[src/logic/scaler_settings.svh]
`ifndef SCALER_SETTINGS_SVH
`define SCALER_SETTINGS_SVH

// source image held in the frame buffer
`define SRC_WIDTH   320
`define SRC_HEIGHT  240
`define FB_DEPTH    (`SRC_WIDTH * `SRC_HEIGHT)   // 76800 words

// horizontal timing, pixel clocks
`define H_DISPLAY   640
`define H_FRONT     16
`define H_SYNC      96
`define H_BACK      48

// vertical timing, lines
`define V_DISPLAY   480
`define V_FRONT     10
`define V_SYNC      2
`define V_BACK      33

// full line and full frame
`define H_TOTAL     (`H_DISPLAY + `H_FRONT + `H_SYNC + `H_BACK)   // 800
`define V_TOTAL     (`V_DISPLAY + `V_FRONT + `V_SYNC + `V_BACK)   // 525

// 640x480 at 60 Hz needs a 25 MHz pixel clock,
// each source pixel covers a 2x2 block on screen

`endif

[src/logic/scalerPkg.sv]
`include "scaler_settings.svh"

package scalerPkg;

    typedef logic [15:0] pixelT;                            // rgb565, red in [15:11]
    typedef logic [$clog2(`FB_DEPTH)-1:0] fbAddrT;          // 17 bits, row*320 + col
    typedef logic [$clog2(`H_TOTAL)-1:0] hCountT;           // 0..799
    typedef logic [$clog2(`V_TOTAL)-1:0] vCountT;           // 0..524
    typedef logic [$clog2(`SRC_WIDTH)-1:0] srcXT;           // source column
    typedef logic [$clog2(`SRC_HEIGHT)-1:0] srcYT;          // source row

    // scan stage result, one clock behind the counters
    typedef struct packed {
        logic   active;     // inside 640x480
        logic   hsyncN;
        logic   vsyncN;
        fbAddrT rdAddr;     // zero outside the visible area
    } scanT;

    // display outputs, all fields aligned
    typedef struct packed {
        logic  hsyncN;
        logic  vsyncN;
        logic  blankN;
        pixelT pixel;
    } videoT;

    // host write request, payload stable while req is high
    typedef struct packed {
        logic  req;
        srcXT  x;
        srcYT  y;
        pixelT pixel;
    } writeReqT;

    typedef struct packed {
        logic ack;
        logic reject;       // only meaningful with ack high
    } writeRespT;

    typedef enum logic [1:0] {IDLE, COMMIT, HOLD, RELEASE} writerStateT;

    // row*320 + col, as row*256 + row*64 + col
    function automatic fbAddrT srcToAddr(input srcXT x, input srcYT y);
        return fbAddrT'({y, 8'd0}) + fbAddrT'({y, 6'd0}) + fbAddrT'(x);
    endfunction

endpackage

[src/logic/upscaleScan.sv]
`timescale 1ns/100ps
`include "scaler_settings.svh"

// raster timing for 640x480 and the 2x nearest-neighbour read address
module upscaleScan
    import scalerPkg::*;
(
    input  logic CLK25,     // 25 MHz pixel clock
    input  logic rst,
    output scanT scan       // registered, one clock after the counters
);

    // counter limits
    localparam hCountT hLast = hCountT'(`H_TOTAL - 1);        // 799
    localparam vCountT vLast = vCountT'(`V_TOTAL - 1);        // 524
    localparam hCountT hVisible = hCountT'(`H_DISPLAY);
    localparam vCountT vVisible = vCountT'(`V_DISPLAY);

    // sync windows, end value is the first column/row after the pulse
    localparam hCountT hSyncStart = hCountT'(`H_DISPLAY + `H_FRONT);            // 656
    localparam hCountT hSyncEnd = hCountT'(`H_DISPLAY + `H_FRONT + `H_SYNC);    // 752
    localparam vCountT vSyncStart = vCountT'(`V_DISPLAY + `V_FRONT);            // 490
    localparam vCountT vSyncEnd = vCountT'(`V_DISPLAY + `V_FRONT + `V_SYNC);    // 492

    hCountT hCount;         // display column incl. porches
    vCountT vCount;         // display line incl. porches
    logic   visible;
    logic   hSyncZone;
    logic   vSyncZone;
    srcXT   srcX;
    srcYT   srcY;
    fbAddrT addrNext;

    // free running counters, 800 clocks per line, 525 lines per frame
    always_ff @(posedge CLK25) begin
        if (rst) begin
            hCount <= '0;
            vCount <= '0;
        end else if (hCount == hLast) begin
            hCount <= '0;   // end of line
            if (vCount == vLast) begin
                vCount <= '0;   // end of frame
            end else begin
                vCount <= vCount + 1'b1;
            end
        end else begin
            hCount <= hCount + 1'b1;
        end
    end

    assign visible = (hCount < hVisible) && (vCount < vVisible);
    assign hSyncZone = (hCount >= hSyncStart) && (hCount < hSyncEnd);
    assign vSyncZone = (vCount >= vSyncStart) && (vCount < vSyncEnd);

    // halve both display coordinates
    assign srcX = hCount[9:1];      // 0..319 while visible
    assign srcY = vCount[8:1];      // row below 480, msb is zero

    // same pixel twice per line, same line twice per frame
    assign addrNext = srcToAddr(srcX, srcY);

    // register everything together so the fields stay aligned
    always_ff @(posedge CLK25) begin
        if (rst) begin
            scan.active <= 1'b0;
            scan.hsyncN <= 1'b1;    // syncs idle high
            scan.vsyncN <= 1'b1;
            scan.rdAddr <= '0;
        end else begin
            scan.active <= visible;
            scan.hsyncN <= !hSyncZone;      // active low pulse
            scan.vsyncN <= !vSyncZone;
            if (visible) begin
                scan.rdAddr <= addrNext;
            end else begin
                scan.rdAddr <= '0;  // parked outside the picture
            end
        end
    end

    // address mapping must never leave the 320x240 buffer
    activeAddrInRange: assert property (@(posedge CLK25) disable iff (rst)
        scan.active |-> (scan.rdAddr < fbAddrT'(`FB_DEPTH)));

    // the address walks forward by at most one word within a line
    activeAddrStep: assert property (@(posedge CLK25) disable iff (rst)
        scan.active && $past(scan.active) && !$past(rst)
            |-> (scan.rdAddr - $past(scan.rdAddr)) <= fbAddrT'(1));

endmodule

[config.mk]
export PLATFORM = sky130hd
export DESIGN_NAME = upscaleScan
export DESIGN_NICKNAME = d
export VERILOG_FILES = /design/src/logic/scalerPkg.sv /design/src/logic/upscaleScan.sv
export VERILOG_INCLUDE_DIRS = /design/src /design/src/logic
export SDC_FILE = /design/constraint.sdc
export NUM_CORES = 1
export LEC_CHECK = 0
export BUFFER_PORTS_ARGS = -buffer_cell sky130_fd_sc_hd__buf_2
export CORE_MARGIN = 2
export CORE_UTILIZATION = 52
export DETAILED_ROUTE_END_ITERATION = 6
export GPL_TIMING_DRIVEN = 0
export HOLD_SLACK_MARGIN = 0.15
export PLACE_DENSITY = 0.73
export SYNTH_ARGS = -nofsm -noshare
export SYNTH_HDL_FRONTEND = slang
export SYNTH_SLANG_ARGS = --single-unit
[constraint.sdc]
create_clock -name CLK25 -period 4.2 [get_ports CLK25]
set_clock_uncertainty 0.05 [all_clocks]
set_input_delay 0.84 -clock CLK25 [delete_from_list [all_inputs] [get_ports CLK25]]
set_output_delay 0.84 -clock CLK25 [all_outputs]
set_load 0.02 [all_outputs]
# After elaboration in Yosys (flattened, before gate mapping)

Cells that the tools add are included.

Input port bits: 2
Logic and storage cells: 27
Output and inout bits: 20
Register bits: 40

Bitwise operators: 1
Add/subtract/negate cells: 4
Reductions and logical operators: 7
Multiplexer cells: 1
Equality and inequality tests: 2
$lt $le $gt $ge: 6

Operators by type and width:

| cell                                                               | count |
|---|---|
| adder 10 x 1 -> 10 bit, second input constant                      | 2 |
| equality test 10 bit, second input constant                        | 2 |
| < comparator 10 bit, second input constant                         | 2 |
| < comparator 10 x 9 -> 1 bit, second input constant                | 2 |
| adder 16 x 14 -> 17 bit                                            | 1 |
| adder 17 x 9 -> 17 bit                                             | 1 |
| greater-or-equal comparator 10 bit, second input constant          | 1 |
| greater-or-equal comparator 10 x 9 -> 1 bit, second input constant | 1 |
| two-way mux 10 bit                                                 | 1 |
| OR reduction 2 bit                                                 | 2 |
| logical AND 1 bit                                                  | 3 |
| logical NOT 1 bit                                                  | 2 |
| inverter 1 bit                                                     | 1 |

# Longest topological paths before layout

Word-level depth: 4
Gate-level depth with buffers: 8
Depth with buffers taken out: 8

# Least setup slack after synthesis

OpenSTA, ideal clock, no wires.

Path type: reg-to-reg
Start: register hCount[9]
End: register scan[14] (netlist name)
Slack: 1894 ps
Clock period less this slack: 2306 ps
Stages on the path, launching flop included: 9
Buffers on the path: 0
Data required time: 4078 ps
Library setup time: 72 ps
Data arrival time: 2184 ps
Cells stage by stage: dfxtp_1 inv_1 fa_1 inv_1 ha_1 a211oi_1 o21ai_0 a31oi_1 mux2i_1

Word-level cells in the longest chain between the ends: 4
Elaborated cells on any way between the ends: 5
Classes of those cells: 1 x add/sub; 1 x order compare; 1 x bitwise; 2 x reduce/logical

Ends and longest elaborated chain:

| what                         | line              | text |
|---|---|---|
| from (decl)                  | upscaleScan.sv:25 | `hCountT hCount;` |
| from (signal assigned)       | upscaleScan.sv:47 | `hCount <= hCount + 1'b1;` |
| < comparator 10 bit          | upscaleScan.sv:51 | `assign visible = (hCount < hVisible) && (vCount < vVisible);` |
| logical AND 1 bit            | upscaleScan.sv:51 |  |
| inverter 1 bit (no line)     | n/a               |  |
| OR reduction 2 bit (no line) | n/a               |  |
| to (decl)                    | upscaleScan.sv:10 | `output scanT scan` |

Several ways; a longest one is shown, not always the timed one.
A chain may end at the register's enable or synchronous reset.

# Worst setup path in the final report

Start: register vCount[1]
End: register scan[12] (netlist name)

Word-level cells in the longest chain between the ends: 4
Elaborated cells on any way between the ends: 6
Classes of those cells: 2 x add/sub; 1 x order compare; 1 x bitwise; 2 x reduce/logical

Ends and longest elaborated chain:

| what                                                            | line              | text |
|---|---|---|
| from (decl)                                                     | upscaleScan.sv:26 | `vCountT vCount;` |
| from (signal assigned)                                          | upscaleScan.sv:44 | `vCount <= vCount + 1'b1;` |
| branches (longest 4 deep; another with adder 16 x 14 -> 17 bit) | n/a               |  |

Several ways; the timed one is not identified.

==> flow_summary.ini <==
[floorplanning]
fp.dieArea_um2 = 4349
die_h_um = 65.95
io_pins = 22
coreArea_um2 = 3689
fp.dieW_um = 65.95
initial_core_util_pct = 54.10
rows = 22

[synthesis]
synth_ff_type = dfxtp_1
netlist_area_um2 = 1996
yosysUniqueCellTypes = 38
synth_fp_nets = 245
ys_seq_area_share_pct = 40.13
postSynthCellCount = 222
ys_warn_count = 0
ys_ff_latch = 40
synthArstFlopShare_pct = 0
postSynthAreaPerCell_um2 = 8.989
synth_edf_count = 0

[clock_tree]
path_clk_slew_ns = 0.08
cts_buffers = 5
ctsResizeCount = 0
cts_hold_buf = 0
cts-root-buf = clkbuf_8
clock_sinks = 40
clockBufferDepth = 2
clock_latency_ns = 0.30
ctsHtreeMaxLevel = 2
cts_tree = yes
post-cts-setup-buffers = 0

[finish]
final_common_cell = dfxtp_1
ff_latch_area_um2 = 800.8
n_antenna_cell = 0
fill_cells = 327
layout_common_cells = 40 x dfxtp_1, 24 x nor2_1, 22 x buf_2, 19 x ha_1, 16 x inv_1
areaGrowthSynthToFinish_pct = 13.79
finalNetCount = 272
multiInputGateArea_um2 = 1110
drive_gt1_share_pct = 13.60

[global_route]
use_met1_pct = 25.72
first_global_vias = 1482
grt_max_degree = 15
busiest_layer = met2
use_met3_pct = 4.600
grt_use_total_pct = 19.90
grt_pass1_wl_um = 6582
met2_usage_pct = 31.82
grt_overflow = 0
antenna_found_initial = 0

[timing]
tns_ns = 0
setup_viol = 0
hold_viol_final = 0
max_freq_mhz = 388.9
relSlewSlack_pct = 62.53
rsz0062_at_grt = no
maxSlewViolCount = 0
worst_pin_slew_ns = 0.5574
min_period_over_period_pct = 61.23
min_period_ns = 2.572

[setup_path]
worstSetupStartpointType = flop
worstPathArrival_ns = 2.76
rr_startpoint = vCount[1]
r2r-end = scan[12]
path_max_fanout = 6
required_ns = 4.39
critPathCaptureType = flop
rr_worst_depth = 8
crit_type = flop to flop
reg2reg_slack_ns = 1.63

[power]
power_mw = 0.7292
powerDensity_nw_per_um2 = 321.1
ir_drop_v = 0.0002068
total_leakage_power_nw = 0.9898

[placed_design]
port_buffers = 20
gp_congestion = 0.8248
place_hpwl_um = 2844

[min_path]
hold_start = hCount[0]
hp-class = flop to flop
hold_path_end = hCount[0]
holdPathStages = 1

[detailed_routing]
wl_um = 3845
first_pass_iters = 4
num_vias = 1635
drt_iter0_markers = 100
final_antenna_net_count = 0
drc_errors = 0
routed_via_density = 5.487
wire_per_inst_um = 12.90

[run_status]
outcome = finished, final reports clean

[flow_run]
cap_viol_max_count = 0
==> how the worst max path moves through the flow <==
stage	to	from	slack [ns]
finish	scan[12]	vCount[1]	1.63
global route	scan[12]	vCount[1]	1.38
CTS	scan[12]	vCount[1]	1.61
detailed placement	scan[15]	rst	1.61
global placement	scan[15]	rst	1.64
floorplan	scan[14]	hCount[9]	1.89
==> cell type report <==
cell class	instances	area share, %
Sequential cell	40	35.26
Clock inverter	3	2.039
Clock buffer	5	3.030
Multi-Input combinational cell	160	48.87
Inverter	16	2.645
Timing Repair Buffer	20	4.408
Buffer	6	1.102
Tap cell	48	2.645
==> metrics by stage <==
step	setup slack, ns	util, %	instances	hold slack, ns	area (um2)
6_report	1.628	61.57	298	0.4479	2271
5_1_grt	1.379	61.57	298	0.4665	2271
4_1_cts	1.615	61.57	298	0.4453	2271
3_5_place_dp	1.610	58.45	290	0.4271	2156
3_3_place_gp	1.645	58.45	290	0.4129	2156
2_1_floorplan	1.894	-	222	0.3907	1996
==> cells in the mapped netlist, types with 5 or more instances <==
cell,count,area (um2)
a21oi_1,6,30.03
and2_1,6,37.54
dfxtp_1,40,800.8
ha_1,19,237.7
inv_1,16,60.06
mux2i_1,5,50.05
nand2_1,10,37.54
nand3_1,14,70.07
nand4_1,7,43.79
nor2_1,24,90.09
nor3_1,9,45.04
nor4_1,6,37.54
xnor2_1,11,96.34
==> metal layers <==
metal | vias up | part of all wire (%)
li1 | 836 | -
met3 | 6 | 3.6
met1 | 767 | 48
met4 | 0 | 1.8
met5 | - | 0
met2 | 26 | 46
==> where the power goes <==
part	switching [mW]	internal [mW]	total, mW
clock network	0.145	0.179	0.324
logic	0.0139	0.00537	0.0193
registers	0.00331	0.383	0.386
total	0.162	0.567	0.729
==> worst max-delay path, cell delays in order, from the launching register on <==
cell      delay, ns
dfxtp_1        0.44
inv_1          0.14
fa_1           0.58
inv_1          0.06
ha_1           0.30
a211oi_1       0.36
o21bai_1       0.16
a21oi_1        0.22
mux2i_1        0.19
==> state kept, by name, summed over array words and instances, names as in the netlist <==
register  flops
scan         20
vCount       10
hCount       10
==> cells by family (layout without fill, tap and decap cells) <==
group,Yosys count,count (layout),share of synthesized area [%]
AND/OR/NAND/NOR,94,94,24.70
AO/OA/AOI/OAI,27,27,8.778
XOR/XNOR,13,13,5.705
multiplexers,5,5,2.508
flip-flops,40,40,40.13
buffers and inverters,22,50,4.263
adder cells (fa/ha/maj),21,21,13.92
Power figures use the tool's default switching activity.
