[src/logic/scaler_settings.svh]
`ifndef SCALER_SETTINGS_SVH
`define SCALER_SETTINGS_SVH

// source image held in the frame buffer
`define SRC_WIDTH   320
`define SRC_HEIGHT  240
`define FB_DEPTH    (`SRC_WIDTH * `SRC_HEIGHT)   // 76800 words

// horizontal timing, pixel clocks
`define H_DISPLAY   640
`define H_FRONT     16
`define H_SYNC      96
`define H_BACK      48

// vertical timing, lines
`define V_DISPLAY   480
`define V_FRONT     10
`define V_SYNC      2
`define V_BACK      33

// full line and full frame
`define H_TOTAL     (`H_DISPLAY + `H_FRONT + `H_SYNC + `H_BACK)   // 800
`define V_TOTAL     (`V_DISPLAY + `V_FRONT + `V_SYNC + `V_BACK)   // 525

// 640x480 at 60 Hz needs a 25 MHz pixel clock,
// each source pixel covers a 2x2 block on screen

`endif

[src/logic/scalerPkg.sv]
`include "scaler_settings.svh"

package scalerPkg;

    typedef logic [15:0] pixelT;                            // rgb565, red in [15:11]
    typedef logic [$clog2(`FB_DEPTH)-1:0] fbAddrT;          // 17 bits, row*320 + col
    typedef logic [$clog2(`H_TOTAL)-1:0] hCountT;           // 0..799
    typedef logic [$clog2(`V_TOTAL)-1:0] vCountT;           // 0..524
    typedef logic [$clog2(`SRC_WIDTH)-1:0] srcXT;           // source column
    typedef logic [$clog2(`SRC_HEIGHT)-1:0] srcYT;          // source row

    // scan stage result, one clock behind the counters
    typedef struct packed {
        logic   active;     // inside 640x480
        logic   hsyncN;
        logic   vsyncN;
        fbAddrT rdAddr;     // zero outside the visible area
    } scanT;

    // display outputs, all fields aligned
    typedef struct packed {
        logic  hsyncN;
        logic  vsyncN;
        logic  blankN;
        pixelT pixel;
    } videoT;

    // host write request, payload stable while req is high
    typedef struct packed {
        logic  req;
        srcXT  x;
        srcYT  y;
        pixelT pixel;
    } writeReqT;

    typedef struct packed {
        logic ack;
        logic reject;       // only meaningful with ack high
    } writeRespT;

    typedef enum logic [1:0] {IDLE, COMMIT, HOLD, RELEASE} writerStateT;

    // row*320 + col, as row*256 + row*64 + col
    function automatic fbAddrT srcToAddr(input srcXT x, input srcYT y);
        return fbAddrT'({y, 8'd0}) + fbAddrT'({y, 6'd0}) + fbAddrT'(x);
    endfunction

endpackage

[src/logic/pixelWriter.sv]
`timescale 1ns/100ps
`include "scaler_settings.svh"

// four-phase req/ack host port, one pixel per handshake
module pixelWriter
    import scalerPkg::*;
(
    input  logic      CLK25,
    input  logic      rst,
    input  writeReqT  hostReq,
    output writeRespT hostResp,
    output logic      wrEn,         // one clock, in COMMIT
    output fbAddrT    wrAddr,
    output pixelT     wrData
);

    writerStateT state;
    srcXT        xHeld;         // captured request
    srcYT        yHeld;
    pixelT       pixelHeld;
    logic        inRange;

    // handshake FSM
    // IDLE -> COMMIT -> HOLD (ack up) -> RELEASE (ack down) -> IDLE
    always_ff @(posedge CLK25) begin
        if (rst) begin
            state <= IDLE;
            hostResp <= '0;
        end else begin
            case (state)
                IDLE: begin
                    if (hostReq.req) begin
                        state <= COMMIT;
                    end
                end
                COMMIT: begin
                    hostResp.ack <= 1'b1;           // ram write lands this edge
                    hostResp.reject <= !inRange;
                    state <= HOLD;
                end
                HOLD: begin
                    if (!hostReq.req) begin
                        state <= RELEASE;   // host let go
                    end
                end
                RELEASE: begin
                    hostResp <= '0;     // ack and reject drop together
                    state <= IDLE;
                end
                default: begin
                    state <= IDLE;
                end
            endcase
        end
    end

    // grab the payload on the first clock req is seen
    always_ff @(posedge CLK25) begin
        if ((state == IDLE) && hostReq.req) begin
            xHeld <= hostReq.x;
            yHeld <= hostReq.y;
            pixelHeld <= hostReq.pixel;
        end
    end

    assign inRange = (xHeld < srcXT'(`SRC_WIDTH)) && (yHeld < srcYT'(`SRC_HEIGHT));

    // ram write port
    assign wrEn = (state == COMMIT) && inRange;
    assign wrAddr = srcToAddr(xHeld, yHeld);
    assign wrData = pixelHeld;

    // ack only answers a request
    ackAfterReq: assert property (@(posedge CLK25) disable iff (rst)
        $rose(hostResp.ack) |-> $past(hostReq.req));

    // write pulse is one clock and is followed by ack
    wrEnSingle: assert property (@(posedge CLK25) disable iff (rst)
        wrEn |=> (!wrEn && hostResp.ack));

    // accepted means written, rejected means untouched
    wrEnPerAccept: assert property (@(posedge CLK25) disable iff (rst)
        $rose(hostResp.ack) |-> ($past(wrEn) == !hostResp.reject));

endmodule

[config.mk]
export PLATFORM = sky130hd
export DESIGN_NAME = pixelWriter
export DESIGN_NICKNAME = d
export VERILOG_FILES = /design/src/logic/scalerPkg.sv /design/src/logic/pixelWriter.sv
export VERILOG_INCLUDE_DIRS = /design/src /design/src/logic
export SDC_FILE = /design/constraint.sdc
export NUM_CORES = 1
export LEC_CHECK = 0
export BUFFER_PORTS_ARGS = -buffer_cell sky130_fd_sc_hd__buf_2
export CORE_MARGIN = 5
export CORE_UTILIZATION = 43
export DETAILED_ROUTE_END_ITERATION = 6
export PLACE_DENSITY = 0.77
export REMOVE_ABC_BUFFERS = 1
export SLEW_MARGIN = 0
export SYNTH_ARGS = -nofsm -noshare
export SYNTH_HDL_FRONTEND = slang
export SYNTH_SLANG_ARGS = --single-unit
[constraint.sdc]
create_clock -name CLK25 -period 2 [get_ports CLK25]
set_input_delay 0.2 -clock CLK25 [delete_from_list [all_inputs] [get_ports CLK25]]
set_output_delay 0.2 -clock CLK25 [all_outputs]
set_load 0.02 [all_outputs]
# --- After elaboration in Yosys (flattened, before gate mapping) ---
# Cells that the tools add are included.
word_totals:
  regBits: 37
  output_inout_bits: 36
  word_cells: 26
classes:
  n_addsub: 2
  order_cmp: 2
  n_eq_ne: 5
  muxes: 4
  n_reduce_logical: 7
op_table:
  columns: ["op", "n"]
  rows:
  - ["adder 16 x 14 -> 17 bit", 1]
  - ["adder 17 x 9 -> 17 bit", 1]
  - ["< comparator 9 bit, second input constant", 1]
  - ["< comparator 8 bit, second input constant", 1]
  - ["case mux 2 bit (4 select lines)", 1]
  - ["== test 2 bit, second input constant", 2]
  - ["two-way mux 2 bit", 2]
  - ["!= test 2 bit, second input constant", 2]
  - ["case mux 2 bit (2 select lines)", 1]
  - ["logical AND 1 bit", 3]
  - ["== test 2 x 1 -> 1 bit, second input constant", 1]
  - ["zero test 2 bit", 1]
  - ["AND reduction 2 bit", 1]
  - ["nonzero test 2 bit", 1]
  - ["zero test 1 bit", 1]

# --- Depth between registers and ports, before layout ---
depth:
  word_depth: 4
  depth_mapped: 8
  mapped_depth_nobuf: 8

# --- Least setup slack after synthesis ---
# Ideal clock, no wire load.
synth_path:
  kind: "flip-flop to output port"
  start: "reg yHeld[0]"
  end: "out wrAddr[13]"
  t_arrival_ps: 2193
  t_required_ps: 1800
  path_slack_ps: -393
  stages_incl_launch_ff: 8
  path_buffers: 0
  cell_sequence: "edfxtp_1 > inv_1 > fa_1 > fa_1 > and2b_1 > o211ai_1 > a211o_2 > o311ai_1"
synth_between:
  elab_chain_len: 2
synth_lines:
  columns: ["item", "line_no", "source"]
  rows:
  - ["start, declared", "pixelWriter.sv:19", "srcYT yHeld;"]
  - ["start signal, assigned", "pixelWriter.sv:61", "yHeld <= hostReq.y;"]
  - ["adder 16 x 14 -> 17 bit", "scalerPkg.sv:45", "return fbAddrT'({y, 8'd0}) + fbAddrT'({y, 6'd0}) + fbAddrT'(x);"]
  - ["adder 17 x 9 -> 17 bit", "scalerPkg.sv:45", null]
  - ["end, declared", "pixelWriter.sv:13", "output fbAddrT wrAddr,"]
# Every way passes these cells.

# --- Final worst setup path ---
layout_path:
  start: "reg yHeld[2]"
  end: "out wrAddr[13]"
# The elaborated chain is that of the path after synthesis.

==> flow_metrics.py <==
metrics = {
    "critical_path": {
        "r2r_slack_ps": 550,
        "r2r-start": "state[0]",
        "critPathSlowestCell": "fa_2",
        "setup.worst_path.end_class": "output port",
        "worstPathMaxFanout": 2,
        "worstPathRequired_ps": 1800,
        "critical_path.top_delay_family": "adder cells",
        "startpoint": "yHeld[2]",
        "worstSetupStartpointType": "flop",
        "r2r_end": "yHeld[3]",
        "crit_cells": 8,
        "worst_path_most_repeated_cell": "fa_2",
        "endpoint": "wrAddr[13]",
        "cp_cell_sequence": "inv_2 > fa_2 > fa_2 > and2b_1 > o211ai_1 > a211o_2 > o311ai_2 > buf_4",
        "timing.critical_path.buf_inv": 2,
        "slowest_delay_ps": 450,
        "crit_arrival_ps": 2510,
        "rr_worst_depth": 4,
        "path_class": "reg2out",
    },
    "min_path": {
        "hold_start": "hostReq[29]",
        "hold_class": "in2reg",
    },
    "synth": {
        "synth_xor_area_share_pct": 2.449,
        "ys_seq_area_share_pct": 59.90,
        "synth_compound_area_share_pct": 8.817,
        "yosys.area_share.simple_pct": 6.578,
        "syn_area_um2": 1788,
        "synth.area.mux_share_pct": 0.5598,
        "synth-seq-cells": 37,
        "syn-mean-instance-area_um2": 13.65,
        "syn-instance-count": 131,
        "synth.distinct_cells": 31,
        "synth_warnings": 0,
        "synthAdderAreaFrac_pct": 16.24,
        "synth_top_family_by_area": "adder cells",
    },
    "layout": {
        "fin_util_pct": 63.94,
        "final_cell_mix": "buf_2, buf_4, edfxtp_1, ha_1, inv_1",
        "nNetsFinal": 290,
        "n_antenna_cell": 0,
        "drive_gt1_share_pct": 55.36,
        "multi_input_area_um2": 704.4,
        "layout_commonest_cell": "buf_2",
        "area_delta_synth_final_pct": 44.09,
        "fillers": 312,
        "regArea_um2": 1071,
    },
    "sta": {
        "setup_tns_ps": -4740,
        "period_needed_ps": 2709,
        "whs_ps": 95.72,
        "slew_headroom_pct": 72.72,
        "slew_violations": 0,
        "rsz0062_at_grt": "true",
        "worst_pin_slew_ps": 409.1,
        "fmax_mhz": 369.2,
        "finalWorstSetupSlack_ps": -708.8,
        "finalCritPeriodShare_pct": 135.4,
        "finClkSkew_ps": 2.608,
        "setup_viol": 9,
        "hold_viol": 0,
    },
    "cts": {
        "clk_pin_slew_ps": 70,
        "clkSinkCount": 37,
        "tritoncts": "yes",
        "clk_latency_ps": 270,
        "clock_path_buffers": 2,
        "cts_max_level": 2,
        "cts_inserted_buffers": 5,
        "hold_buffers": 0,
        "cts_root_buf": "clkbuf_8",
    },
    "global_routing": {
        "overflow": 0,
        "grt_first_pass_wirelength_mm": 5.913,
        "grt.total_usage_pct": 14.36,
        "grt_max_degree": 34,
        "grt_pass1_vias": 1423,
        "antenna_found_initial": 0,
    },
    "floorplanning": {
        "initial_core_util_pct": 44.38,
        "placementRows": 23,
        "core_um2": 4029,
        "die_x_um": 74.49,
        "die_area_um2": 5548,
        "die_y_um": 74.49,
        "io_pins": 72,
    },
    "power": {
        "seq_power_share_pct": 30.8,
        "p_sw_share_pct": 38.32,
        "vdd_drop_max_v": 0.0006678,
        "clockPowerShare_pct": 12.8,
        "p_sw_mw": 1.395,
        "p_leak_nw": 1.177,
        "p_comb_share_pct": 56.4,
        "power_density_nw_per_um2": 1413,
        "intPower_mw": 2.245,
        "total_power_mw": 3.640,
    },
    "detailed_routing": {
        "vias_per_cell": 4.763,
        "wl_mm": 3.683,
        "vias": 1348,
        "drtIter0Drc": 13,
        "ant_nets": 0,
        "drc": 0,
        "dr.pass1.iters": 4,
        "wire_per_inst_um": 13.01,
    },
    "outcome": {
        "violations": "negative setup slack",
        "status": "finished with violations",
    },
    "flow_run": {
        "max-cap-violations": 0,
    },
    "placement": {
        "port_buffers": 71,
        "dp_hpwl_mm": 2.912,
        "place_congestion": 0.8434,
    },
}
## metrics by stage
step           setup slack, ps  cell area (µm²)  cells
2_1_floorplan           -392.9             1743    125
3_3_place_gp            -487.6             2333    269
3_5_place_dp            -549.8             2333    269
4_1_cts                 -698.4             2510    280
5_1_grt                 -803.5             2576    283
6_report                -708.8             2576    283
## synthesized netlist by cell type, drive strengths merged
library cell / n / area share (%)
o211ai: 3 / 1.3
nor2: 7 / 1.5
o21ai: 5 / 1.4
a21oi: 6 / 1.9
nor4: 1 / 0.35
and2: 1 / 0.35
a211oi: 1 / 0.42
and2b: 1 / 0.42
nor2b: 2 / 0.70
a41oi: 1 / 0.49
inv: 14 / 2.9
ha: 20 / 14
dfxtp: 4 / 4.5
xor2: 1 / 0.49
o22a: 1 / 0.49
a211o: 1 / 0.56
xnor2: 4 / 2.0
nand3: 2 / 0.56
o311ai: 1 / 0.49
edfxtp: 33 / 55
buf: 6 / 2.5
fa: 2 / 2.2
nor3: 5 / 1.4
o2111a: 1 / 0.63
a31oi: 1 / 0.35
nand2: 4 / 0.98
a311oi: 1 / 0.84
or2: 1 / 0.35
mux2i: 1 / 0.56
## what timing repair did
action | 4_1_cts | 5_1_grt
pin swaps | 12 | 14
setup buffers | 3 | 3
gates resized for setup | 21 | 12
endpoints found under the setup margin | 9 | 9
## worst min path at each step
| stage | slack (ps) | cells after the start | end |
|---|---|---|---|
| final | 100 | 1 | xHeld[5] |
| after global routing | 70 | 1 | wrData[2] |
| after CTS | 80 | 1 | xHeld[1] |
| after detailed placement | 380 | 1 | wrData[2] |
| after global placement | 380 | 1 | xHeld[2] |
| after floorplan | 270 | 1 | state[1] |
## worst reg2reg max path: stages (launching register included)
cell     delay (ps)
dfxtp_1         340
inv_1           110
ha_1            160
and2_1          110
buf_4           360
## per-layer routing
metal	up-vias	track usage [%]	part of all wire, %
li1	673	-	-
met1	611	14.15	35
met2	59	24.88	51
met3	5	7.973	12
met4	0	5.929	1.1
met5	-	0	0
## area by class of cell
class,count,area share [%]
clock inverter,2,0.3885
inverter,14,2.040
sequential,37,41.57
multi-input combinational,74,27.34
timing repair buffer,100,23.41
clock buffer,6,2.817
tap,50,2.428
## state kept, by name (all words and copies together), names as in the netlist
signal / cells
hostResp: 2
wrData: 16
yHeld: 8
state: 2
xHeld: 9
## cells by family after synthesis
family / count (synthesis)
DFF: 37
buffers and inverters: 20
adders and majority gates: 22
and+or+nand+nor: 24
AOI/OAI and AO/OA: 22
muxes: 1
xor gates and xnor gates: 5
## power by group through the flow
stage / clock network (mW) / registers [mW] / logic [mW]
2_1_floorplan: 0 / 1.26 / 0.948
3_3_place_gp: 0 / 1.13 / 1.69
3_5_place_dp: 0 / 1.14 / 1.72
4_1_cts: 0.491 / 1.12 / 1.93
5_1_grt: 0.535 / 1.14 / 2.24
6_report: 0.467 / 1.12 / 2.05
No activity file was read; power rests on OpenSTA's default activity.
