[src/logic/scaler_settings.svh]
`ifndef SCALER_SETTINGS_SVH
`define SCALER_SETTINGS_SVH

// source image held in the frame buffer
`define SRC_WIDTH   320
`define SRC_HEIGHT  240
`define FB_DEPTH    (`SRC_WIDTH * `SRC_HEIGHT)   // 76800 words

// horizontal timing, pixel clocks
`define H_DISPLAY   640
`define H_FRONT     16
`define H_SYNC      96
`define H_BACK      48

// vertical timing, lines
`define V_DISPLAY   480
`define V_FRONT     10
`define V_SYNC      2
`define V_BACK      33

// full line and full frame
`define H_TOTAL     (`H_DISPLAY + `H_FRONT + `H_SYNC + `H_BACK)   // 800
`define V_TOTAL     (`V_DISPLAY + `V_FRONT + `V_SYNC + `V_BACK)   // 525

// 640x480 at 60 Hz needs a 25 MHz pixel clock,
// each source pixel covers a 2x2 block on screen

`endif

[src/logic/scalerPkg.sv]
`include "scaler_settings.svh"

package scalerPkg;

    typedef logic [15:0] pixelT;                            // rgb565, red in [15:11]
    typedef logic [$clog2(`FB_DEPTH)-1:0] fbAddrT;          // 17 bits, row*320 + col
    typedef logic [$clog2(`H_TOTAL)-1:0] hCountT;           // 0..799
    typedef logic [$clog2(`V_TOTAL)-1:0] vCountT;           // 0..524
    typedef logic [$clog2(`SRC_WIDTH)-1:0] srcXT;           // source column
    typedef logic [$clog2(`SRC_HEIGHT)-1:0] srcYT;          // source row

    // scan stage result, one clock behind the counters
    typedef struct packed {
        logic   active;     // inside 640x480
        logic   hsyncN;
        logic   vsyncN;
        fbAddrT rdAddr;     // zero outside the visible area
    } scanT;

    // display outputs, all fields aligned
    typedef struct packed {
        logic  hsyncN;
        logic  vsyncN;
        logic  blankN;
        pixelT pixel;
    } videoT;

    // host write request, payload stable while req is high
    typedef struct packed {
        logic  req;
        srcXT  x;
        srcYT  y;
        pixelT pixel;
    } writeReqT;

    typedef struct packed {
        logic ack;
        logic reject;       // only meaningful with ack high
    } writeRespT;

    typedef enum logic [1:0] {IDLE, COMMIT, HOLD, RELEASE} writerStateT;

    // row*320 + col, as row*256 + row*64 + col
    function automatic fbAddrT srcToAddr(input srcXT x, input srcYT y);
        return fbAddrT'({y, 8'd0}) + fbAddrT'({y, 6'd0}) + fbAddrT'(x);
    endfunction

endpackage

[src/logic/videoOutput.sv]
`timescale 1ns/100ps

// aligns scan controls with ram data and blanks the colour
module videoOutput
    import scalerPkg::*;
(
    input  logic  CLK25,
    input  logic  rst,
    input  scanT  scan,         // one clock behind the counters
    input  pixelT rdData,       // two clocks behind the counters
    output videoT video         // three clocks behind with all fields aligned
);

    // scan controls delayed once to meet rdData
    logic activeD;
    logic hsyncND;
    logic vsyncND;

    always_ff @(posedge CLK25) begin
        if (rst) begin
            activeD <= 1'b0;
            hsyncND <= 1'b1;
            vsyncND <= 1'b1;
        end else begin
            activeD <= scan.active;
            hsyncND <= scan.hsyncN;
            vsyncND <= scan.vsyncN;
        end
    end

    // output register
    always_ff @(posedge CLK25) begin
        if (rst) begin
            video.hsyncN <= 1'b1;
            video.vsyncN <= 1'b1;
            video.blankN <= 1'b0;   // blanked out of reset
            video.pixel <= '0;
        end else begin
            video.hsyncN <= hsyncND;
            video.vsyncN <= vsyncND;
            video.blankN <= activeD;
            if (activeD) begin
                video.pixel <= rdData;
            end else begin
                video.pixel <= '0;  // black in porches and sync
            end
        end
    end

    // no colour outside the picture
    blankedPixelZero: assert property (@(posedge CLK25) disable iff (rst)
        !video.blankN |-> (video.pixel == '0));

endmodule

[config.mk]
export PLATFORM = sky130hd
export DESIGN_NAME = videoOutput
export DESIGN_NICKNAME = d
export VERILOG_FILES = /design/src/logic/scalerPkg.sv /design/src/logic/videoOutput.sv
export VERILOG_INCLUDE_DIRS = /design/src /design/src/logic
export SDC_FILE = /design/constraint.sdc
export NUM_CORES = 1
export LEC_CHECK = 0
export BUFFER_PORTS_ARGS = -buffer_cell sky130_fd_sc_hd__buf_2
export CAP_MARGIN = 5
export CELL_PAD_IN_SITES_DETAIL_PLACEMENT = 1
export CELL_PAD_IN_SITES_GLOBAL_PLACEMENT = 1
export CORE_MARGIN = 1
export CORE_UTILIZATION = 27
export DETAILED_ROUTE_END_ITERATION = 10
export PLACE_DENSITY = 0.8
export SLEW_MARGIN = 25
export SYNTH_ARGS = -nofsm -noshare
export SYNTH_HDL_FRONTEND = slang
export SYNTH_SLANG_ARGS = --single-unit
[constraint.sdc]
create_clock -name CLK25 -period 2.2 [get_ports CLK25]
set_clock_uncertainty 0.15 [all_clocks]
set_input_delay 0 -clock CLK25 [delete_from_list [all_inputs] [get_ports CLK25]]
set_output_delay 0 -clock CLK25 [all_outputs]
set_load 0.01 [all_outputs]
; Word-level counts from Yosys, hierarchy flattened
; Index checks and enable logic that the tools add are counted.
[totals]
output_inout_bits = 19
regBits = 22
[classes]
bitwise_logic = 1
n_reduce_logical = 1
[op_table]
columns = operator, count
row1 = 2-bit OR reduction, 1
row2 = 1-bit NOT, 1

; Longest topological paths before layout
; Gate-level depths: netlist (run 1).
[depth]
word_depth = 2
mapped_depth = 2
ltp_nobuf = 1

; Least setup slack after synthesis (run 1)
; No wires, ideal clock.
[synth_timing]
kind = register to register
startpoint = register activeD
endpoint = register video[10] (netlist name)
arrival_time_ns = 0.598
slack_ns = 1.337
period_less_slack_ns = 0.863
required_time_ns = 1.935
stages_incl_launch_ff = 3
cell_sequence = dfxtp_1 buf_6 and3b_1
[synth_between]
elab_chain_cells = 2
[synth_lines]
columns = item, line
row1 = from (decl), videoOutput.sv:15  ; logic activeD;
row2 = from (signal assigned), videoOutput.sv:25  ; activeD <= scan.active;
row3 = 1-bit NOT (no line), -
row4 = 2-bit OR reduction (no line), -
row5 = to (decl), videoOutput.sv:11  ; output videoT video
; Every way passes these cells.
; A chain may end at the register's enable or synchronous reset.

; Final worst setup path (run 1)
[layout_timing]
startpoint = register activeD
endpoint = register video[7] (netlist name)
; Same word-level chain as after synthesis.

==> results of run 1 <==
==> sequential cells by signal (all words and copies together) (netlist names) <==
signal and flops:
activeD 1, hsyncND 1, vsyncND 1, video 19
==> per-stage QoR <==
step                setup WS [ps]  area (sq um)
global route                  549          1150
floorplan                    1340           648
CTS                           648          1150
finish                        642          1150
detailed placement           1160           857
global placement             1160           857
==> timing repair <==
action                     CTS  global route
hold buffers                26             0
hold endpoints to repair    22             0
setup endpoints to repair    0             0
==> metal layers <==
layer,vias to the layer above,wire (um),GRT usage
met5,-,0,0
met4,0,46,0.0741
met3,4,58,0.0179
met2,21,914,0.263
met1,259,577,0.113
li1,288,-,-
==> area by class of cell <==
cell class,instances,area share
timing repair buffer,65,0.395
multi-input combinational,22,0.162
clock buffer,4,0.0315
sequential,22,0.382
tap,28,0.0304
==> report_power, final <==
| part | leakage [uW] | switching, uW | internal (uW) |
|---|---|---|---|
| sequential | 0.000180 | 5.79 | 411 |
| clock | 0.0000210 | 115 | 101 |
| combinational | 0.000413 | 24.6 | 56.4 |
| total | 0.000614 | 145 | 568 |
==> cell usage after synthesis <==
| cell | number | area (sq um) |
|---|---|---|
| or2_1 | 4 | 25.0 |
| and3b_2 | 7 | 70.1 |
| dfxtp_1 | 22 | 440 |
| nor2b_1 | 2 | 12.5 |
| buf_2 | 2 | 10.0 |
| and3b_1 | 9 | 78.8 |
| buf_6 | 1 | 11.3 |
==> final timing paths <==
kind	from	endpoint	cells after the start
worst max-delay path	activeD$_SDFF_PP0_	video[7]$_SDFF_PP0_	2
worst min-delay path	vsyncND$_SDFF_PP1_	video[17]$_SDFF_PP1_	1
worst max register to register	activeD$_SDFF_PP0_	video[7]$_SDFF_PP0_	2
worst min register to register	vsyncND$_SDFF_PP1_	video[17]$_SDFF_PP1_	1
==> logic make-up (layout without fill, tap and decap cells) <==
kind of cell / after synthesis / in the layout
simple gates: 22 / 22
flops: 22 / 22
buf+inv: 3 / 69
==> layout by cell type, fill, tap and decap left out <==
cell type      synthesis  final
and3b_1                9      9
and3b_2                7      7
buf_2                  2     39
clkbuf_4               0      3
clkbuf_8               0      1
dfxtp_1               22     22
dlygate4sd3_1          0     26
nor2b_1                2      2
or2_1                  4      4
==> flow_metrics.py, run 1 <==
metrics = {
    "outcome": {
        "status": "finished clean",
    },
    "route": {
        "wl_per_cell_um": 11.3,
        "drtAntennaViolNets": 0,
        "routed_wirelength_um": 1600,
        "dr.pass1.iters": 4,
        "via_count": 572,
        "drc": 0,
        "first_iter_violations": 4,
        "vias_per_cell": 4.06,
    },
    "sta": {
        "fin_setup_tns_ps": 0,
        "holdWs_ps": 266,
        "fmax_mhz": 642,
        "finalHoldViolCount": 0,
        "period_needed_ps": 1560,
        "drv_slew": 0,
        "setup_viol": 0,
        "period_share": 0.708,
        "relSlewSlack": 0.724,
        "tightest_slew_ps": 414,
        "rsz0062_at_grt": "false",
    },
    "final_layout": {
        "syn2layout_area_growth_pct": 78.0,
        "multiInputGateArea_sq_um": 186,
        "antenna_cells": 0,
        "drive_gt1_frac": 0.442,
        "nets": 152,
        "nFillCells": 255,
        "layoutNonFillerInstCount": 141,
        "fin_util": 0.517,
        "ff_latch_area_sq_um": 440,
    },
    "setup_path": {
        "timing.critical_path.fanout_max": 17,
        "path_delay_family": "flip-flops",
        "cp.required_ps": 2300,
        "crit_chain": "and3b_1, dlygate4sd3_1",
        "critPathArrivalTime_ps": 1660,
        "worst_path_max_delay_cell": "dfxtp_1",
        "slowest_delay_ps": 590,
        "start_kind": "register",
        "critPathKind": "register to register",
        "worstSetupEndpointType": "register",
        "cp.buffers_inverters": 1,
        "reg2reg_slack_ps": 640,
    },
    "yosys": {
        "synth-simple-area-share": 0.288,
        "synth_warnings": 0,
        "synth_adder_area_share": 0,
        "synth_seq_cells": 22,
        "avgSynthCellArea_sq_um": 13.8,
        "synth_compound_area_frac": 0,
        "yosysSeqAreaShare": 0.680,
        "synth_mux_area_frac": 0,
        "yosys.area_share.xor_xnor": 0,
        "synthCells": 47,
        "syn_area_sq_um": 648,
        "synth_top_family_by_area": "simple AND/OR/NAND/NOR gates",
        "synth.distinct_cells": 7,
        "syn-num-nets": 85,
    },
    "clock_tree": {
        "cts-htree-levels": 1,
        "clock_sinks": 22,
        "worstSkewPairLatency_ps": 290,
        "cts_resized": 0,
        "clk_path_buf_depth": 2,
        "cts_made_buffers": 3,
        "cts_tree": "done",
        "root_buffer": "clkbuf_4",
        "clk_pin_slew_ps": 120,
        "cts_setup_buffers": 0,
    },
    "global_route": {
        "grt_max_degree": 23,
        "antenna_found_initial": 0,
        "track_usage": 0.128,
        "gr-total-overflow": 0,
        "grt_pass1_vias": 508,
        "grt_pass1_wl_um": 2330,
    },
    "die": {
        "core-area_sq_mm": 0.00223,
        "die_w_um": 51.0,
        "die_h_um": 51.0,
        "ios": 57,
        "dieArea_sq_mm": 0.00260,
        "initial_utilization": 0.290,
        "num_rows": 17,
    },
    "pwr": {
        "power_uw": 714,
        "p_leak_uw": 0.000614,
        "max-vdd-ir-drop_uv": 270,
        "pwr_density_cell_mw_per_mm2": 619,
    },
    "place": {
        "gp_congestion": 0.603,
        "dp_cells": 111,
        "io_buffers": 39,
    },
    "min_path": {
        "worstHoldPathType": "register to register",
    },
    "flow_run": {
        "drv_cap": 0,
    },
}
Power figures use the tool's default switching activity.
==> inputs of run 2 (changes only) <==
CORE_UTILIZATION = 22   (was 27)
PLACE_DENSITY = 0.7   (was 0.8)
clock period = 1.35 ns   (was 2.2 ns; I/O delays follow)
==> run 2 against run 1 <==
The flow now finishes with violations (hold timing). Global-route usage is 1.7 points lower. Highest routed layer unchanged. Critical path depth is 2 higher. Combinational power is 54% higher. Sequential share of layout area is 2.1 points higher.
==> flow_metrics.py, run 2 (synthesis gave the netlist of run 1 again) <==
metrics = {
    "sta": {
        "relSlewSlack": 0.721,
        "tightest_slew_ps": 419,
        "rsz0062_at_grt": "false",
        "finalHoldViolCount": 6,
        "period_needed_ps": 1270,
        "period_share": 0.938,
        "holdWs_ps": -41.3,
        "setup_viol": 0,
        "fin_setup_tns_ps": 0,
        "drv_slew": 0,
        "fmax_mhz": 789,
    },
    "pwr": {
        "pwr_density_cell_mw_per_mm2": 997,
        "power_uw": 1090,
        "max-vdd-ir-drop_uv": 518,
        "p_leak_uw": 0.000582,
    },
    "setup_path": {
        "timing.rr.end": "video[1]$_SDFF_PP0_",
        "critPathKind": "input pin to register",
        "timing.critical_path.fanout_max": 1,
        "rr_worst_depth": 1,
        "critPathArrivalTime_ps": 1310,
        "r2r-start": "activeD$_SDFF_PP0_",
        "cp.required_ps": 1400,
        "reg2reg_slack_ps": 300,
        "start_kind": "input pin",
        "worstSetupEndpointType": "register",
    },
    "die": {
        "ios": 57,
        "initial_utilization": 0.233,
        "dieArea_sq_mm": 0.00317,
        "die_h_um": 56.3,
        "die_w_um": 56.3,
        "core-area_sq_mm": 0.00278,
        "num_rows": 19,
    },
    "clock_tree": {
        "clk_path_buf_depth": 2,
        "cts_tree": "done",
        "root_buffer": "clkbuf_4",
        "worstSkewPairLatency_ps": 290,
        "cts_setup_buffers": 0,
        "cts_made_buffers": 3,
        "cts_resized": 0,
        "cts-htree-levels": 1,
        "clk_pin_slew_ps": 110,
        "clock_sinks": 22,
    },
    "place": {
        "gp_congestion": 0.580,
        "io_buffers": 39,
        "place_area_sq_um": 861,
    },
    "route": {
        "routed_wirelength_um": 1650,
        "wl_met2_um": 994,
        "highest_layer": "met4",
        "first_iter_violations": 4,
        "vias_per_cell": 4.04,
        "wl_met1_um": 579,
        "wl_met3_um": 47,
        "dr.pass1.iters": 2,
        "via_count": 557,
        "wl_per_cell_um": 11.9,
        "drtAntennaViolNets": 0,
        "drc": 0,
    },
    "outcome": {
        "status": "finished with violations",
        "failed_checks": "hold timing",
    },
    "min_path": {
        "min_from": "rst",
        "holdPathEnd": "hsyncND$_SDFF_PP1_",
        "worstHoldPathType": "input pin to register",
        "hold_path_depth": 2,
    },
    "global_route": {
        "grt_pass1_wl_um": 2550,
        "grt_pass1_vias": 591,
        "track_usage": 0.111,
        "grt_max_degree": 21,
        "antenna_found_initial": 0,
        "gr-total-overflow": 0,
    },
    "final_layout": {
        "largest_reg_flops": 19,
        "syn2layout_area_growth_pct": 68.7,
        "mostFrequentLayoutCells": "39 x buf_2, 22 x dfxtp_1, 21 x dlygate4sd3_1",
        "regMostFlops": "video",
        "drive_gt1_frac": 0.458,
        "nFillCells": 324,
        "final_common_cell": "buf_2",
        "nets": 147,
        "fin_area_sq_mm": 0.00109,
        "fin_util": 0.393,
        "antenna_cells": 0,
    },
    "flow_run": {
        "drv_cap": 0,
    },
}
-- run 2: changes by cell type in the layout (fill, tap and decap cells not counted), sizes merged --
cell | before | now
dlygate4sd3 | 26 | 21
clkbuf | 4 | 3
-- run 2: metrics by stage --
| stage | std cells | setup slack [ps] | hold WS, ps |
|---|---|---|---|
| floorplan | 47 | 487 | -52.9 |
| global placement | 114 | 328 | 31.0 |
| detailed placement | 114 | 296 | 32.6 |
| CTS | 140 | 38.5 | 1.78 |
| global route | 138 | 76.6 | 1.21 |
| finish | 138 | 83.2 | -41.3 |
-- run 2: layer usage --
| metal | GRT usage | up-vias |
|---|---|---|
| li1 | - | 277 |
| met5 | 0 | - |
| met4 | 0.0732 | 0 |
| met1 | 0.0925 | 259 |
| met3 | 0.0138 | 2 |
| met2 | 0.233 | 19 |
-- run 2: worst max-delay path by stage --
stage / startpoint / to / slack, ps / depth (start not counted)
global route: scan[19] / activeD$_SDFF_PP0_ / 80 / 4
global placement: activeD$_SDFF_PP0_ / video[2]$_SDFF_PP0_ / 330 / 1
floorplan: activeD$_SDFF_PP0_ / video[10]$_SDFF_PP0_ / 490 / 2
detailed placement: activeD$_SDFF_PP0_ / video[0]$_SDFF_PP0_ / 300 / 1
finish: scan[19] / activeD$_SDFF_PP0_ / 80 / 4
CTS: scan[17] / vsyncND$_SDFF_PP1_ / 40 / 4
-- run 2: area by class of cell --
class                           count  area (sq um)  share of cell area
Tap cell                           31          38.8              0.0355
Sequential cell                    22           440               0.403
Multi-Input combinational cell     22           186               0.170
Clock buffer                        3          22.5              0.0206
Timing Repair Buffer               60           405               0.371
-- run 2: critical path, cell delays in order --
cell	delay, ps
dlygate4sd3_1	540
buf_2	120
nor2b_1	110
dlygate4sd3_1	550
-- run 2: repair_timing --
| item | CTS | global route |
|---|---|---|
| setup endpoints to repair | 0 | 2 |
| endpoints found under the hold margin | 22 | 0 |
| hold buffers | 23 | 0 |
-- run 2: report_power, final --
group	switching, uW	leakage [uW]	internal [uW]	total [uW]
sequential	9.35	0.000180	670	679
clock	181	0.0000138	104	285
combinational	40.0	0.000388	85.5	125
total	231	0.000582	859	1090
==> inputs of run 3 (changes only) <==
CTS_BUF_LIST = sky130_fd_sc_hd__clkbuf_16   (was unset)
==> run 3 against run 2 <==
The run still ends with hold timing left. Critical path depth down 3. Die area unchanged. Hold slack better by 3.1 ps. Clock power up 110%. Sequential power about the same. Via count down 1.8%.
==> flow_metrics.py, run 3 (synthesis gave the netlist of run 1 again) <==
metrics = {
    "global_route": {
        "grt_max_degree": 23,
        "grt_pass1_wl_um": 2570,
        "grt_pass1_vias": 590,
        "gr-total-overflow": 0,
        "track_usage": 0.111,
        "antenna_found_initial": 0,
    },
    "clock_tree": {
        "clk_pin_slew_ps": 50,
        "worstSkewPairLatency_ps": 250,
        "clock_sinks": 22,
        "cts_made_buffers": 3,
        "cts_tree": "done",
        "cts_setup_buffers": 0,
        "cts-htree-levels": 1,
        "cts_resized": 0,
        "clk_path_buf_depth": 2,
        "root_buffer": "clkbuf_16",
    },
    "outcome": {
        "failed_checks": "hold timing",
        "status": "finished with violations",
    },
    "pwr": {
        "p_leak_uw": 0.000599,
        "intPower_uw": 1140,
        "max-vdd-ir-drop_uv": 732,
        "p_comb_frac": 0.088,
        "power_frac_seq": 0.485,
        "p_clk_frac": 0.428,
        "netSwitchingFraction": 0.184,
        "pwr_density_cell_mw_per_mm2": 1230,
        "switchingPower_uw": 259,
        "power_uw": 1400,
    },
    "final_layout": {
        "fin_util": 0.408,
        "largest_reg_flops": 19,
        "nets": 146,
        "mostFrequentLayoutCells": "39 x buf_2, 22 x dfxtp_1, 20 x dlygate4sd3_1",
        "layoutNonFillerInstCount": 137,
        "drive_gt1_frac": 0.462,
        "final_common_cell": "buf_2",
        "syn2layout_area_growth_pct": 75.3,
        "regMostFlops": "video",
        "antenna_cells": 0,
    },
    "setup_path": {
        "crit_chain": "and3b_2",
        "worstSetupEndpointType": "register",
        "path_delay_family": "flip-flops",
        "slowest_delay_ps": 580,
        "start_kind": "register",
        "critPathKind": "register to register",
        "reg2reg_slack_ps": 310,
        "worst_path_max_delay_cell": "dfxtp_1",
        "critPathArrivalTime_ps": 1090,
        "timing.critical_path.fanout_max": 17,
        "cp.buffers_inverters": 0,
        "cp.required_ps": 1390,
    },
    "flow_run": {
        "drv_cap": 0,
    },
    "die": {
        "dieArea_sq_mm": 0.00317,
        "die_w_um": 56.3,
        "die_h_um": 56.3,
        "core-area_sq_mm": 0.00278,
        "num_rows": 19,
        "ios": 57,
        "initial_utilization": 0.233,
    },
    "route": {
        "dr.pass1.iters": 2,
        "wl_per_cell_um": 11.8,
        "drc": 0,
        "drtAntennaViolNets": 0,
        "first_iter_violations": 2,
        "routed_wirelength_um": 1620,
        "vias_per_cell": 3.99,
        "via_count": 547,
    },
    "sta": {
        "drv_slew": 0,
        "period_share": 0.772,
        "fin_setup_tns_ps": 0,
        "fmax_mhz": 959,
        "setup_viol": 0,
        "holdWs_ps": -38.2,
        "period_needed_ps": 1040,
        "tightest_slew_ps": 426,
        "finalHoldViolCount": 1,
        "relSlewSlack": 0.716,
        "rsz0062_at_grt": "false",
    },
    "place": {
        "dp_cells": 114,
        "gp_congestion": 0.580,
        "io_buffers": 39,
    },
    "min_path": {
        "worstHoldPathType": "input pin to register",
    },
}
[run 3: cell count changes in the layout (fill, tap and decap cells not counted), sizes merged]
| cell | previous run | this run |
|---|---|---|
| dlygate4sd3 | 21 | 20 |
[run 3: stage by stage]
| stage | setup slack [ps] | area (sq um) |
|---|---|---|
| after CTS | 38.8 | 1150 |
| after detailed placement | 296 | 861 |
| after global routing | 239 | 1140 |
| after global placement | 328 | 861 |
| final | 307 | 1140 |
| after floorplan | 487 | 648 |
[run 3: layout make-up]
type                    instances  area (sq um)
multi-input cells              22           186
clock buffers                   3          75.1
repair buffers                 59           395
well taps                      31          38.8
flip-flops and latches         22           440
fillers                       318          1650
[run 3: power groups by stage]
stage | clock (uW) | sequential (uW) | combinational [uW]
final | 600 | 680 | 123
after global routing | 644 | 682 | 135
after CTS | 618 | 680 | 125
after detailed placement | 0 | 695 | 78.3
after global placement | 0 | 693 | 75.6
after floorplan | 0 | 700 | 28.8
[run 3: per-layer routing]
layer,global-route usage,share of wire,vias to the layer above
met5,0,0,-
met4,0.0732,0.022,0
met3,0.0138,0.033,4
met2,0.230,0.60,21
met1,0.0967,0.35,249
li1,-,-,273
[run 3: what timing repair did]
item,in CTS,in global routing
endpoints found under the setup margin,0,1
hold buffers,21,0
hold endpoints to repair,20,0
[run 3: final timing paths]
kind	startpoint	end	cells after the start
max	activeD$_SDFF_PP0_	video[1]$_SDFF_PP0_	1
min	rst	activeD$_SDFF_PP0_	2
max reg2reg	activeD$_SDFF_PP0_	video[1]$_SDFF_PP0_	1
min reg2reg	hsyncND$_SDFF_PP1_	video[18]$_SDFF_PP1_	1
